## config.mk

```make
export PLATFORM = sky130hd
export DESIGN_NAME = char_layer
export DESIGN_NICKNAME = d
export VERILOG_FILES = /design/src/design/video_pkg.sv /design/src/design/char_layer.sv
export SDC_FILE = /design/constraint.sdc
export NUM_CORES = 2
export LEC_CHECK = 0
export BUFFER_PORTS_ARGS = -buffer_cell sky130_fd_sc_hd__buf_4
export CORE_AREA = 2 2 326 570
export DETAILED_ROUTE_END_ITERATION = 12
export DIE_AREA = 0 0 328 572
export PLACE_DENSITY_LB_ADDON = 0.08
export SLEW_MARGIN = 20
export SYNTH_ARGS = -nofsm -noshare
export SYNTH_HDL_FRONTEND = slang
export SYNTH_SLANG_ARGS = --single-unit
```

## constraint.sdc

```tcl
create_clock -name clk -period 6.95 [get_ports clk]
set_clock_uncertainty 0.1 [all_clocks]
set_input_delay 0.3475 -clock clk [delete_from_list [all_inputs] [get_ports clk]]
set_output_delay 0.3475 -clock clk [all_outputs]
set_load 0.02 [all_outputs]
```

## src/design/video_pkg.sv

```systemverilog
// Fixed raster geometry and bus widths, with no runtime configuration and a single 16-bit CPU data width
package video_pkg;

    // Raster geometry in pixels and lines
    localparam int H_TOTAL  = 48;
    localparam int H_ACTIVE = 32;
    localparam int V_TOTAL  = 224;
    localparam int V_ACTIVE = 200;
    localparam int HS_START = 36;
    localparam int HS_END   = 40;
    localparam int VS_LINE  = 210;

    // Lines that pull line_intn low
    localparam int INT_LINE_A = 64;
    localparam int INT_LINE_B = 128;
    localparam int INT_LINE_C = 192;

    // Counter and data widths
    localparam int H_W    = 6;
    localparam int V_W    = 8;
    localparam int DATA_W = 16;
    localparam int ADDR_W = 8;
    localparam int CIDX_W = 6;
    localparam int RIDX_W = 4;
    localparam int COL_W  = 5;

    // Memory depths and their address widths
    localparam int TILE_WORDS = 128;
    localparam int ROAD_WORDS = 256;
    localparam int PAL_WORDS  = 64;
    localparam int TILE_AW    = $clog2(TILE_WORDS);
    localparam int ROAD_AW    = $clog2(ROAD_WORDS);
    localparam int PAL_AW     = $clog2(PAL_WORDS);

    typedef enum logic [1:0] {
        LAYER_BG,
        LAYER_ROAD,
        LAYER_CHAR
    } layer_e;

    // Beam position plus blanking flags, 16 bits
    typedef struct packed {
        logic [H_W-1:0] h;
        logic [V_W-1:0] v;
        logic           hb;
        logic           vb;
    } beam_t;

    // Stage 1 result handed to the mixer
    typedef struct packed {
        beam_t             beam;
        logic [CIDX_W-1:0] char_idx;
        logic [RIDX_W-1:0] road_idx;
    } layer_px_t;

    // CPU write bundle, byte strobes active low
    typedef struct packed {
        logic [ADDR_W-1:0] addr;
        logic [DATA_W-1:0] data;
        logic [1:0]        dswn;
    } cpu_wr_t;

    // Upper byte on dswn[1], lower byte on dswn[0]
    function automatic logic [DATA_W-1:0] byte_merge(
        input logic [DATA_W-1:0] old_word,
        input logic [DATA_W-1:0] new_word,
        input logic [1:0]        dswn
    );
        logic [DATA_W-1:0] merged;
        merged = old_word;
        if (!dswn[1]) begin
            merged[15:8] = new_word[15:8];
        end
        if (!dswn[0]) begin
            merged[7:0] = new_word[7:0];
        end
        return merged;
    endfunction

endpackage

```

## src/design/char_layer.sv

```systemverilog
// Tile pixels come straight from the tile word, no ROM fetch, no scroll and no flip
`timescale 1ns/1ns

module char_layer import video_pkg::*; (
    input  logic              clk,
    input  logic              rst,
    input  logic              pxl_cen,
    input  beam_t             beam_in,
    input  cpu_wr_t           cpu,
    input  logic              char_cs,
    output logic [DATA_W-1:0] char_dout,
    output beam_t             beam_out,
    output logic [CIDX_W-1:0] char_idx
);

    logic [DATA_W-1:0]  tile_ram [TILE_WORDS];
    logic               cpu_we;
    logic [TILE_AW-1:0] cpu_a;
    logic [TILE_AW-1:0] tile_addr;
    logic [DATA_W-1:0]  tile_word;
    logic [3:0]         code;
    logic [1:0]         group;
    logic [CIDX_W-1:0]  idx_next;

    assign cpu_a  = cpu.addr[TILE_AW-1:0];
    assign cpu_we = char_cs && (cpu.dswn != 2'b11);

    always_ff @(posedge clk) begin
        if (cpu_we) begin
            tile_ram[cpu_a] <= byte_merge(tile_ram[cpu_a], cpu.data, cpu.dswn);
        end
    end

    assign char_dout = tile_ram[cpu_a];

    // Map is 4 tiles wide, row = v/8 and column = h/8
    // h[5] only matters in blanking, so it drops out
    assign tile_addr = {beam_in.v[7:3], beam_in.h[4:3]};
    assign tile_word = tile_ram[tile_addr];
    assign code      = tile_word[3:0];
    assign group     = tile_word[5:4];

    // Code 0 is transparent
    always_comb begin
        if (code == 4'd0) begin
            idx_next = '0;
        end else begin
            idx_next = {group, code};
        end
    end

    always_ff @(posedge clk or posedge rst) begin
        if (rst) begin
            beam_out <= '0;
            char_idx <= '0;
        end else if (pxl_cen) begin
            beam_out <= beam_in;
            char_idx <= idx_next;
        end
    end

endmodule

```

After elaboration in Yosys (flattened, before gate mapping)
Memory sizes are Yosys's and may differ from the RTL's.
Index checks and enable logic that the tools add are counted.
Storage, ports and cells
  bits in registers: 22
  latch bits: 0
  bits in writable memories: 2048
  bits in read-only memories: 0
  output and inout bits: 38
  word-level logic and storage cells: 16
  memories kept: 1
Memories
  tile_ram: words 128, width 16, rd ports 2, clocked after memory_dff 0, wr ports 1, RTL line char_layer.sv:16  | logic [DATA_W-1:0] tile_ram [TILE_WORDS];
Operators by class
  add/subtract/negate cells: 0
  multiply operators: 0
  divide/modulo/power cells: 0
  magnitude comparators: 0
  equality and inequality tests: 1
  shift operators: 0
  mux-type cells: 7
  bitwise gates (word level): 0
  reductions and logical operators: 2
Operators by type and width (number)
  $mux 8: 4
  $mux 6: 1
  $logic_not 4->1: 1
  $mux 1: 2
  $ne 2x2->1 const B: 1
  $logic_and 1x1->1: 1

Longest topological paths before layout
  depth in word-level cells: 4
  mapped depth: 14
  gate-level depth less buffers: 8

Worst setup path after synthesis
OpenSTA, ideal clock, no wires.
  kind: input-to-reg
  start: input cpu[18] in the netlist's numbering
  end: memory tile_ram[0][12] (data pin)
  arrival: 6.136 ns
  path slack: -0.255 ns
  stages: 11
  path buffers: 5
  cell sequence: buf_4 nor3b_2 buf_2 buf_2 buf_1 buf_2 a22oi_1 a31oi_1 nor2_1 and3_1 a31oi_1
RTL lines
  start: declaration: RTL line char_layer.sv:9  | input cpu_wr_t cpu,
  end: declaration: RTL line char_layer.sv:16

Worst setup path in the final report
  start: input cpu[19] in the netlist's numbering
  end: output char_dout[9]
On the way
  longest elaborated chain between the ends: 1
RTL lines
  $mem_v2 128x16
  end: declaration: RTL line char_layer.sv:11  | output logic [DATA_W-1:0] char_dout,
No other way between the ends.

==> flow_summary.yaml <==
critical_path:
  critPathLaunchType: "primary input"
  cp_slowest_cell: "nor4_1"
  crit_required_ns: 6.50
  critPathMostFrequentCell: "buf_4"
  path_cells: "buf_4 -> and3b_4 -> buf_12 -> buf_4 -> a22oi_1 -> a31oi_1 -> nor4_1 -> o311ai_1 -> or4_1 -> buf_4"
  worstSetupEndpointType: "output pin"
  worstSetupPathType: "primary input to output pin"
  path_max_fanout: 48
  cp.arrival_ns: 4.54
  cpPeakStageDelay_ns: 0.85
cts:
  cts-root-buf: "clkbuf_16"
  path_clk_slew_ns: 0.06
  cts-buffers-inserted: 193
  clock_latency_ns: 0.88
  cts_tree: "done"
  post_cts_buffers: 0
  cts_sinks: 2070
  clockBufferDepth: 4
  htree_num_levels: 4
drt:
  drt_iter0_drc: 6369
  antenna_left: 0
  drc: 0
  wl_per_cell_um: 39.87
  wl_um: 296200
  vias_per_cell: 6.827
  vias: 50710
  firstDrtPassIters: 6
timing:
  setup_viol: 0
  tns_ns: 0
  holdWs_ns: 0.02236
  worstMarginPinSlew_ns: 1.260
  slew_headroom_pct: 15.37
  hold_violations: 0
  slew_violations: 0
  min_period_over_period_pct: 71.76
  finalCriticalPeriod_ns: 4.987
  clock.fmax_ghz: 0.2005
  rsz0062_at_grt: "no"
synthesis:
  ys_async_sr_fraction_pct: 1.063
  avgSynthCellArea_um2: 17.78
  synth_nets: 4658
  synthTopCellsByArea: "edfxtp_1 75%, a22oi_1 6.3%, mux4_2 4.3%"
  synth_seq_cells: 2070
  synth_edf_count: 2048
  ys.flop_type: "edfxtp_1"
  yosysUniqueCellTypes: 67
  yosysWarnings: 0
  postSynthCellCount: 4612
  synth_top_area_cell: "edfxtp_1"
  seq_area_frac_synth_pct: 75.66
  synth_commonest_cells: "2,048 x edfxtp_1, 692 x a22oi_1, 168 x nor2_1, 156 x a22o_1, 156 x mux4_2"
  synth_area_um2: 82010
  synth_most_common_cell: "edfxtp_1"
  synth_top_area_share_pct: 74.99
final_layout:
  syn2layout_area_growth_pct: 14.36
  layout-drive-gt1-share_pct: 19.56
  nets: 4905
  fin_cells: 7428
place:
  place_inst: 7057
  place.gp.congestion: 0.9014
  dp_hpwl_um: 179700
  port-buffer-count: 82
floorplan:
  die_y_um: 572
  start_util_pct: 44.83
  dieArea_um2: 187600
  die_x_um: 328
  core-area_um2: 183000
  boundaryPins: 84
  num_rows: 208
power_and_ir_drop:
  peakVddDrop_mv: 0.3007
  total_leakage_power_nw: 28.95
  p_per_area_nw_per_um2: 287.3
global_routing:
  grt_max_degree: 129
  grt_usage_pct: 31.19
  antenna_found_initial: 12
  overflow: 0
  grt_pass1_wl_um: 404400
  grt_pass1_vias: 49310
status:
  outcome: "finished clean"
min_path:
  holdCritPathClass: "primary input to register"
job:
  max_cap_violations: 0
[logic make-up (layout without fill, tap and decap cells)]
group,after synthesis,in the layout,synth area share (%)
other cells,0,7,0
compound gates,1414,1414,13.16
mux,326,326,6.427
buf+inv,365,759,2.070
simple gates,437,437,2.685
flops,2070,2070,75.66
[layout make-up]
type	instances	area (µm²)
Multi-Input combinational cell	2177	18740
Fill cell	14830	89170
Timing Repair Buffer	409	3741
Tap cell	2415	3022
Inverter	8	31.28
Clock inverter	110	1169
Sequential cell	2070	62050
Antenna cell	7	17.52
Clock buffer	232	5019
[critical path, delay by kind of cell]
kind                   cells  cell delay [ns]
AND/OR/NAND/NOR            3             2.01
buffers and inverters      4             1.18
AO/OA/AOI/OAI              3             0.89
[flip-flops by register name, summed over array words and instances (netlist names)]
signal / count
beam_out: 16
char_idx: 6
tile_ram: 2048
[per-stage QoR]
step	utilization, %	worst slack, ns	power, mW	instance area, µm²
floorplan	-	1.730	15.40	82020
global placement	47.72	1.173	16.46	87310
detailed placement	47.75	1.522	16.49	87360
CTS	51.25	2.091	27.03	93760
global route	51.25	1.944	27.55	93770
finish	51.26	1.963	26.94	93790
[layer usage]
metal  GRT usage [%]  share of wire (%)  up-vias
met5               0              0.018        -
met4           16.91                6.2       10
met3           4.632                7.7      615
met2           51.09                 49     2794
met1           40.13                 37    27040
li1                -                  -    20250
[where the power goes]
part	leakage [nW]	total, mW	switching, mW	internal, mW
Sequential	18.7	14.1	0.0158	14.1
Combinational	7.18	2.15	1.58	0.567
Clock	3.04	10.7	4.63	6.06
Total	29.0	26.9	6.23	20.7
[final timing paths]
check,start,to,slack [ns],cells after the start
max reg2reg,tile_ram[68][9]$_DFFE_PP_,tile_ram[28][9]$_DFFE_PP_,2.66,8
max in group asynchronous,rst,char_idx[5]$_DFFE_PP0P_,6.12,3
min reg2reg,char_idx[4]$_DFFE_PP0P_,char_idx[4]$_DFFE_PP0P_,0.40,1
min,cpu[13],tile_ram[48][11]$_DFFE_PP_,0.02,3
max,cpu[19],char_dout[9],1.96,10
min in group asynchronous,rst,beam_out[14]$_DFFE_PP0P_,0.11,3
[cells in the final DEF, fill, tap and decap left out, drive strengths merged, types with 51 or more instances in the layout]
master / count
a21oi: 60
a221oi: 157
a22o: 156
a22oi: 692
a31oi: 119
buf: 387
clkbuf: 232
clkinv: 77
edfxtp: 2048
mux2i: 128
mux4: 156
nand2: 57
nand4: 81
nor2: 168
o221ai: 51
[timing repair]
item	in CTS	in global routing
hold endpoints to repair	70	0
hold buffers	22	0
gates resized for setup	0	0
endpoints found under the setup margin	0	0
No activity file was read; power rests on OpenSTA's default activity.
