## src/design/video_pkg.sv

```systemverilog
// Fixed raster geometry and bus widths, with no runtime configuration and a single 16-bit CPU data width
package video_pkg;

    // Raster geometry in pixels and lines
    localparam int H_TOTAL  = 48;
    localparam int H_ACTIVE = 32;
    localparam int V_TOTAL  = 224;
    localparam int V_ACTIVE = 200;
    localparam int HS_START = 36;
    localparam int HS_END   = 40;
    localparam int VS_LINE  = 210;

    // Lines that pull line_intn low
    localparam int INT_LINE_A = 64;
    localparam int INT_LINE_B = 128;
    localparam int INT_LINE_C = 192;

    // Counter and data widths
    localparam int H_W    = 6;
    localparam int V_W    = 8;
    localparam int DATA_W = 16;
    localparam int ADDR_W = 8;
    localparam int CIDX_W = 6;
    localparam int RIDX_W = 4;
    localparam int COL_W  = 5;

    // Memory depths and their address widths
    localparam int TILE_WORDS = 128;
    localparam int ROAD_WORDS = 256;
    localparam int PAL_WORDS  = 64;
    localparam int TILE_AW    = $clog2(TILE_WORDS);
    localparam int ROAD_AW    = $clog2(ROAD_WORDS);
    localparam int PAL_AW     = $clog2(PAL_WORDS);

    typedef enum logic [1:0] {
        LAYER_BG,
        LAYER_ROAD,
        LAYER_CHAR
    } layer_e;

    // Beam position plus blanking flags, 16 bits
    typedef struct packed {
        logic [H_W-1:0] h;
        logic [V_W-1:0] v;
        logic           hb;
        logic           vb;
    } beam_t;

    // Stage 1 result handed to the mixer
    typedef struct packed {
        beam_t             beam;
        logic [CIDX_W-1:0] char_idx;
        logic [RIDX_W-1:0] road_idx;
    } layer_px_t;

    // CPU write bundle, byte strobes active low
    typedef struct packed {
        logic [ADDR_W-1:0] addr;
        logic [DATA_W-1:0] data;
        logic [1:0]        dswn;
    } cpu_wr_t;

    // Upper byte on dswn[1], lower byte on dswn[0]
    function automatic logic [DATA_W-1:0] byte_merge(
        input logic [DATA_W-1:0] old_word,
        input logic [DATA_W-1:0] new_word,
        input logic [1:0]        dswn
    );
        logic [DATA_W-1:0] merged;
        merged = old_word;
        if (!dswn[1]) begin
            merged[15:8] = new_word[15:8];
        end
        if (!dswn[0]) begin
            merged[7:0] = new_word[7:0];
        end
        return merged;
    endfunction

endpackage

```

## src/design/video_timing.sv

```systemverilog
// Counters step only on pxl_cen, sync and blanking decode combinationally, line_intn updates every clk
`timescale 1ns/1ns

module video_timing import video_pkg::*; (
    input  logic  clk,
    input  logic  rst,
    input  logic  pxl_cen,
    output beam_t beam,
    output logic  hs,
    output logic  vs,
    output logic  line_intn
);

    logic [H_W-1:0] h_cnt;
    logic [V_W-1:0] v_cnt;
    logic           h_last;
    logic           v_last;

    assign h_last = (h_cnt == H_W'(H_TOTAL - 1));
    assign v_last = (v_cnt == V_W'(V_TOTAL - 1));

    // Horizontal counter wraps and steps the line counter
    always_ff @(posedge clk or posedge rst) begin
        if (rst) begin
            h_cnt <= '0;
            v_cnt <= '0;
        end else if (pxl_cen) begin
            if (h_last) begin
                h_cnt <= '0;
                if (v_last) begin
                    v_cnt <= '0;
                end else begin
                    v_cnt <= v_cnt + 1'b1;
                end
            end else begin
                h_cnt <= h_cnt + 1'b1;
            end
        end
    end

    always_comb begin
        beam.h  = h_cnt;
        beam.v  = v_cnt;
        beam.hb = (h_cnt >= H_W'(H_ACTIVE));
        beam.vb = (v_cnt >= V_W'(V_ACTIVE));
    end

    assign hs = (h_cnt >= H_W'(HS_START)) && (h_cnt < H_W'(HS_END));
    assign vs = (v_cnt == V_W'(VS_LINE));

    // Low for the whole interrupt line, one clk behind vdump
    always_ff @(posedge clk or posedge rst) begin
        if (rst) begin
            line_intn <= 1'b1;
        end else begin
            line_intn <= !(v_cnt == V_W'(INT_LINE_A) ||
                           v_cnt == V_W'(INT_LINE_B) ||
                           v_cnt == V_W'(INT_LINE_C));
        end
    end

endmodule

```

## config.mk

```make
export PLATFORM = sky130hd
export DESIGN_NAME = video_timing
export DESIGN_NICKNAME = d
export VERILOG_FILES = /design/src/design/video_pkg.sv /design/src/design/video_timing.sv
export SDC_FILE = /design/constraint.sdc
export NUM_CORES = 1
export LEC_CHECK = 0
export BUFFER_PORTS_ARGS = -buffer_cell sky130_fd_sc_hd__buf_2
export CAP_MARGIN = 0
export CORE_MARGIN = 4
export CORE_UTILIZATION = 54
export DETAILED_ROUTE_END_ITERATION = 7
export PLACE_DENSITY = 0.91
export SYNTH_ARGS = -nofsm -noshare
export SYNTH_HDL_FRONTEND = slang
export SYNTH_SLANG_ARGS = --single-unit
```

## constraint.sdc

```tcl
create_clock -name clk -period 4.7 [get_ports clk]
set_input_delay 0.235 -clock clk [delete_from_list [all_inputs] [get_ports clk]]
set_output_delay 0.235 -clock clk [all_outputs]
set_load 0.01 [all_outputs]
```

== Word-level counts from Yosys, hierarchy flattened ==
Index checks and enable logic that the tools add are counted.
Storage, ports and cells
  register bits after elaboration: 15
  input bits: 3
Operators by class
  equal/unequal tests: 6
  add/subtract/negate cells: 2
  magnitude comparators: 4
  reduce and logical (&&, ||, !) cells: 5
  multiplexer cells: 2
Operator list (number)
  8-bit equality test, second input constant: 4
  6-bit >= comparator, second input constant: 2
  8-bit by 1-bit adder with 8-bit output, second input constant: 1
  8-bit by 7-bit equality test with 1-bit output, second input constant: 1
  8-bit >= comparator, second input constant: 1
  8-bit 2-to-1 mux: 1
  6-bit by 1-bit adder with 6-bit output, second input constant: 1
  6-bit equality test, second input constant: 1
  6-bit less-than comparator, second input constant: 1
  6-bit 2-to-1 mux: 1
  1-bit logical OR: 2
  2-bit AND reduction: 1
  1-bit logical AND: 1
  1-bit logical NOT: 1

== Longest topological paths before layout ==
Gate-level depths: netlist (run 1).
  word-level depth: 4
  depth in mapped cells: 5
  mapped depth without buffers: 4

== Worst setup path after synthesis (run 1) ==
No wires, ideal clock.
  kind: register to register
  from: register h_cnt[0]
  to: register v_cnt[5]
  slack: 3044 ps
  arrival: 1531 ps
  cell stages (with the launch flop): 6
  setup time: 125 ps
  data required time: 4575 ps
  clock period less this slack: 1656 ps
  cell sequence: dfrtp_1 > ha_1 > nand4_2 > buf_6 > nor4_1 > mux2_2
Between the ends
  cells in the longest elaborated chain, start to end: 2
Ends and longest elaborated chain
  start, declared: line video_timing.sv:14  | logic [H_W-1:0] h_cnt;
  start signal, assigned: line video_timing.sv:36  | h_cnt <= h_cnt + 1'b1;
  6-bit equality test: line video_timing.sv:19  | assign h_last = (h_cnt == H_W'(H_TOTAL - 1));
  2-bit AND reduction (no source line)
  end signal, assigned: line video_timing.sv:33  | v_cnt <= v_cnt + 1'b1;
  end, declared: line video_timing.sv:15  | logic [V_W-1:0] v_cnt;
No other way between the ends.
A chain may end at the register's enable or synchronous reset.

== Worst setup path after layout (run 1) ==
Ends and elaborated chain as after synthesis.

==> results.json, run 1 <==
{
  "slowest_delay_ns": 0.43,
  "ys_seq_area_frac": 0.4440,
  "crit_path_top_delay_cell": "dfrtp_1",
  "synth_top_family_by_area": "simple AND/OR/NAND/NOR gates",
  "cp.required_ns": 4.86,
  "vias_per_cell": 6.172,
  "fp.dieArea_sq_um": 2269,
  "h-tree-depth": 1,
  "clock_sink_count": 15,
  "rrSetupSlack_ns": 2.86,
  "yosysUniqueCellTypes": 34,
  "power.leakage_nw": 0.4569,
  "place_hpwl_um": 1335,
  "drive_above_1_share": 0.2736,
  "synth_adder_area_share": 0.07375,
  "rsz0062_at_grt": "false",
  "cts_setup_buffers": 0,
  "root_buffer": "clkbuf_4",
  "drtIter0Drc": 8,
  "drt-total-wl_um": 1826,
  "relSlewSlack": 0.6119,
  "skew_ns": 0.003987,
  "syn_area_per_cell_sq_um": 9.864,
  "register_area_sq_um": 376.6,
  "syn_inst": 86,
  "cap_violations": 0,
  "outcome": "complete, but fails checks",
  "hp-class": "in2async",
  "io_pins": 22,
  "ys_ff_latch": 15,
  "cp_max_fo": 11,
  "synthesis.area_sq_um": 848.3,
  "whs_ns": -0.0003874,
  "cts_tree": "done",
  "wire_per_inst_um": 14.97,
  "synth.area.top_cells": "dfrtp_1 41%, ha_1 7.4%, o21ai_0 4.1%, xnor2_1 4.1%, dfstp_2 3.1%",
  "grt_usage": 0.1927,
  "ir_drop_v": 0.0003097,
  "die_y_um": 47.64,
  "fmax_mhz": 543.3,
  "worst_pin_slew_ns": 0.5815,
  "start_util": 0.5697,
  "grt_pass1_wl_um": 3084,
  "crit_arrival_ns": 2.01,
  "multiInputGateArea_sq_um": 422.9,
  "clkSlewWorstSetupHoldPaths_ns": 0.09,
  "synth_compound_gate_area_share": 0.1268,
  "reg2reg_from": "h_cnt[0]",
  "synth_xor_area_frac": 0.05162,
  "r2r_cells": 4,
  "firstDrtPassIters": 4,
  "place_congestion": 0.8377,
  "fp.coreArea_sq_um": 1489,
  "crit_start": "h_cnt[0]",
  "dr_total_vias": 753,
  "synth_mux_area_frac": 0.02507,
  "dp.cells": 118,
  "io_buffers": 21,
  "synth_nets": 94,
  "final.setup.tns_ns": 0,
  "ys_warn_count": 0,
  "cts_buffers": 3,
  "post-route-period-util": 0.3916,
  "drc": 0,
  "fill_cells": 139,
  "setup_viol_count_final": 0,
  "cts-resized-gates": 0,
  "fin_crit_ns": 1.841,
  "path_cells": "ha_1 > nand4_2 > nor4_1 > mux2_2",
  "clkLatencyLatePin_ns": 0.28,
  "fin_util": 0.6538,
  "synth.top_cell.area_share": 0.4130,
  "crit_type": "reg2reg",
  "cts_hold_buffers": 0,
  "violations": "negative hold slack",
  "num_antenna_cells": 0,
  "cp-end-kind": "flop",
  "overflow": 0,
  "startpoint_type": "flop",
  "antenna_found_initial": 0,
  "grt_pass1_vias": 705,
  "area_delta_synth_final_pct": 14.75,
  "synth-simple-area-share": 0.2212,
  "rows": 14,
  "synth_area_leader_cell": "dfrtp_1",
  "finalHoldViolCount": 1,
  "p_per_area_nw_per_um2": 456.3,
  "final_nets": 115,
  "clock_path_buffers": 2,
  "regToRegEndpoint": "v_cnt[5]",
  "instances_no_fill": 122,
  "fp.dieW_um": 47.64,
  "grt_max_degree": 16,
  "slew_viol_final": 0,
  "drtAntennaViolNets": 0
}
## per-stage QoR
stage,setup WS [ns],power [mW],cell area (sq um),hold slack (ns)
2_1_floorplan,3.044,0.3111,848.3,0.1358
3_3_place_gp,3.049,0.3629,947.2,0.3076
3_5_place_dp,2.906,0.3720,947.2,0.3187
4_1_cts,2.893,0.4472,973.4,0.004447
5_1_grt,2.802,0.4883,973.4,0.02718
6_report,2.859,0.4442,973.4,-0.0003874
## how the worst max path moves through the flow
stage	cells past startpoint	endpoint
after global placement	4	v_cnt[5]
after detailed placement	4	v_cnt[5]
final	4	v_cnt[5]
after CTS	4	v_cnt[5]
after global routing	4	v_cnt[5]
after floorplan	5	v_cnt[5]
## state kept, by name, summed over array words and instances, names as in the netlist
name / flops
v_cnt: 8
h_cnt: 6
line_intn: 1
## cells in the final DEF (no fill, tap or decap), types with 2 or more instances in the layout
| master | instances |
|---|---|
| buf_2 | 21 |
| dfrtp_1 | 14 |
| o21ai_0 | 7 |
| inv_1 | 6 |
| nand2_1 | 6 |
| ha_1 | 5 |
| xnor2_1 | 4 |
| nand3_1 | 4 |
| nor2_1 | 3 |
| nand4_1 | 3 |
| nor3_1 | 3 |
| or4_1 | 3 |
| clkbuf_4 | 3 |
| o2111ai_1 | 2 |
| nor4_1 | 2 |
## cell type report
type	instances	area share
multi-input combinational	60	0.4344
sequential	15	0.3869
timing repair buffer	21	0.1080
clock buffer	4	0.02699
inverter	6	0.02314
tap	16	0.02057
## where the power goes
part / switching [mW] / internal (mW)
combinational: 0.0924 / 0.0688
sequential: 0.0501 / 0.161
clock: 0.0394 / 0.0329
## per-layer routing
layer  part of all wire  track usage
met2               0.49       0.3342
met1               0.42       0.2277
met3              0.079      0.04511
met5                  0            0
met4              0.010      0.08065
## worst max-delay path: cells and delay by family (launching register included)
family	cells	cell delay (ns)
adders and majority gates	1	0.22
DFF	1	0.43
muxes	1	0.39
and+or+nand+nor	2	0.68
## logic make-up (layout without fill, tap and decap cells)
| kind of cell | count (synthesis) | after routing |
|---|---|---|
| flops | 15 | 15 |
| simple gates | 32 | 32 |
| mux | 2 | 2 |
| compound gates | 16 | 16 |
| xor+xnor | 5 | 5 |
| fa+ha+maj | 5 | 5 |
| buf+inv | 11 | 31 |
## synthesized netlist by cell type
cell / n
buf_6: 1
o211ai_1: 1
clkbuf_1: 4
a21oi_1: 1
nor3_1: 3
dfstp_2: 1
a21o_2: 1
a31oi_1: 1
nor4_1: 2
nand4_1: 3
nand2b_1: 1
xnor2_1: 4
nor2b_1: 1
or4_1: 3
or3_1: 1
nand4_2: 1
nand4b_1: 1
inv_1: 6
o21ai_0: 7
dfrtp_1: 14
nor3b_1: 1
and4_2: 1
nand3b_1: 1
nor2_1: 3
mux2_2: 1
o2111ai_1: 2
o311a_1: 1
o41ai_1: 1
ha_1: 5
nand2_1: 6
mux2i_1: 1
a2111oi_0: 1
nand3_1: 4
xor2_1: 1
Power figures use the tool's default switching activity.
==> run 2: changes to the inputs <==
--- a/config.mk
+++ b/config.mk
@@ -8,9 +8,9 @@
 export BUFFER_PORTS_ARGS = -buffer_cell sky130_fd_sc_hd__buf_2
 export CAP_MARGIN = 0
 export CORE_MARGIN = 4
-export CORE_UTILIZATION = 54
+export CORE_UTILIZATION = 50
 export DETAILED_ROUTE_END_ITERATION = 7
-export PLACE_DENSITY = 0.91
+export PLACE_DENSITY = 0.86
 export SYNTH_ARGS = -nofsm -noshare
 export SYNTH_HDL_FRONTEND = slang
 export SYNTH_SLANG_ARGS = --single-unit
==> constraint.sdc (replaced) <==
create_clock -name clk -period 1.9 [get_ports clk]
set_input_delay 0.095 -clock clk [delete_from_list [all_inputs] [get_ports clk]]
set_output_delay 0.095 -clock clk [all_outputs]
set_load 0.01 [all_outputs]
==> run 2 against run 1 <==
Compared with the run above: non-clock buffer count up 1; count of clock-buffer cells in the layout unchanged; die area up 6.6%; utilization down 2.3 points; the run now ends clean; flip-flop and latch count unchanged; combinational power up 150%; first-iteration DRC count rose to 3.1 times the previous value; worst hold slack better by 0.12 ns; largest cell class unchanged; highest routed layer unchanged; clock skew down 0.0024 ns; critical path type unchanged; routed wire length down 7.6%; power up 140%; clock power up 140%.
==> results.json, run 2 (same netlist as run 1, synthesis figures left out) <==
{
  "hp-class": "in2reg",
  "cts_tree": "done",
  "place_congestion": 0.8341,
  "instances_no_fill": 123,
  "drtIter0Drc": 25,
  "largest_register": "v_cnt",
  "wire_per_inst_um": 13.72,
  "cts_buffers": 3,
  "crit_type": "reg2reg",
  "path_cells": "ha_1 > nand4_2 > nor4_1 > mux2_2",
  "slowest_delay_ns": 0.43,
  "largest_reg_flops": 8,
  "grt_pass1_wl_um": 2856,
  "skew_ns": 0.001610,
  "cp_num_buf_inv": 0,
  "clock_path_buffers": 2,
  "drc": 0,
  "setup_viol_count_final": 0,
  "firstDrtPassIters": 4,
  "root_buffer": "clkbuf_4",
  "p_total_mw": 1.088,
  "rsz0062_at_grt": "false",
  "fin_crit_ns": 1.734,
  "area_delta_synth_final_pct": 15.93,
  "io_buffers": 21,
  "path_delay_family": "simple AND/OR/NAND/NOR gates",
  "clkSlewWorstSetupHoldPaths_ns": 0.08,
  "rows": 14,
  "p_per_area_nw_per_um2": 1107,
  "drtAntennaViolNets": 0,
  "layout_common_cells": "21 x buf_2, 14 x dfrtp_1, 7 x o21ai_0, 6 x inv_1, 6 x nand2_1",
  "grt_usage": 0.1489,
  "ir_drop_v": 0.0006877,
  "antenna_found_initial": 0,
  "whs_ns": 0.1170,
  "worst_pin_slew_ns": 0.5622,
  "fp.dieW_um": 49.19,
  "dr_total_vias": 746,
  "io_pins": 22,
  "outcome": "finished clean",
  "start_util": 0.5441,
  "top_regs": "v_cnt x8, h_cnt x6, line_intn x1",
  "slew_viol_final": 0,
  "post-route-period-util": 0.9127,
  "mostFrequentLayoutCell": "buf_2",
  "final.setup.tns_ns": 0,
  "cp-end-kind": "flop",
  "cp_max_fo": 11,
  "place_hpwl_um": 1263,
  "clkLatencyLatePin_ns": 0.27,
  "power.leakage_nw": 0.4610,
  "die_y_um": 49.19,
  "vias_per_cell": 6.065,
  "dp.cells": 118,
  "finalHoldViolCount": 0,
  "overflow": 0,
  "fp.dieArea_sq_um": 2420,
  "clock_sink_count": 15,
  "drt-total-wl_um": 1688,
  "crit_path_top_delay_cell": "dfrtp_1",
  "fp.coreArea_sq_um": 1559,
  "relSlewSlack": 0.6248,
  "grt_max_degree": 16,
  "fmax_mhz": 576.6,
  "final_nets": 116,
  "num_antenna_cells": 0,
  "drive_above_1_share": 0.2710,
  "h-tree-depth": 1,
  "cp.required_ns": 2.06,
  "fin_util": 0.6308,
  "grt_pass1_vias": 694,
  "cap_violations": 0,
  "crit_arrival_ns": 1.90,
  "startpoint_type": "flop"
}
-- run 2: cell types whose count changed in the layout (fill, tap and decap cells not counted), sizes merged --
cell,change
dlygate4sd3,+1
-- run 2: final cells by class --
type                            count  area, sq um
Tap cell                           16        20.02
Timing Repair Buffer               22        115.1
Clock buffer                        4        26.28
Sequential cell                    15        376.6
Inverter                            6        22.52
Multi-Input combinational cell     60        422.9
Fill cell                         135        575.6
-- run 2: what timing repair did --
item | 4_1_cts | 5_1_grt
resized for setup | 0 | 0
setup buffers | 0 | 0
hold buffers | 1 | 0
endpoints found under the hold margin | 14 | 0
-- run 2: worst paths after layout --
kind / endpoint / cells past startpoint / slack [ns] / startpoint
setup / recovery: v_cnt[5] / 4 / 0.17 / h_cnt[0]
hold / removal: h_cnt[1] / 2 / 0.12 / pxl_cen
setup reg to reg: v_cnt[5] / 4 / 0.17 / h_cnt[0]
hold reg to reg: h_cnt[2] / 1 / 0.59 / h_cnt[2]
max in group asynchronous: line_intn / 3 / 1.12 / rst
min in group asynchronous: h_cnt[3] / 3 / 0.41 / rst
-- run 2: metrics by stage --
step                      instance area (sq um)  worst slack, ns
final                                     983.4           0.1658
after global routing                      983.4          0.07921
after CTS                                 983.4           0.1600
after detailed placement                  947.2           0.1766
after global placement                    947.2           0.2363
after floorplan                           848.3           0.2441
-- run 2: worst reg2reg max path, cell delays in order, from the launching register on --
cell and delay (ns):
dfrtp_1 0.43, ha_1 0.23, nand4_2 0.25, nor4_1 0.36, mux2_2 0.37
-- run 2: per-layer routing --
| layer | routed length [um] | share of wire | GRT usage | vias to the layer above |
|---|---|---|---|---|
| met5 | 0 | 0 | 0 | - |
| met4 | 15 | 0.0089 | 0.06635 | 0 |
| met3 | 140 | 0.083 | 0.02752 | 2 |
| met2 | 782 | 0.46 | 0.2388 | 39 |
| met1 | 750 | 0.44 | 0.1931 | 346 |
| li1 | - | - | - | 359 |
-- run 2: where the power goes --
group | internal, mW | total [mW] | switching [mW]
Combinational | 0.171 | 0.395 | 0.224
Clock | 0.0813 | 0.172 | 0.0906
Sequential | 0.398 | 0.521 | 0.124
Total | 0.650 | 1.09 | 0.438
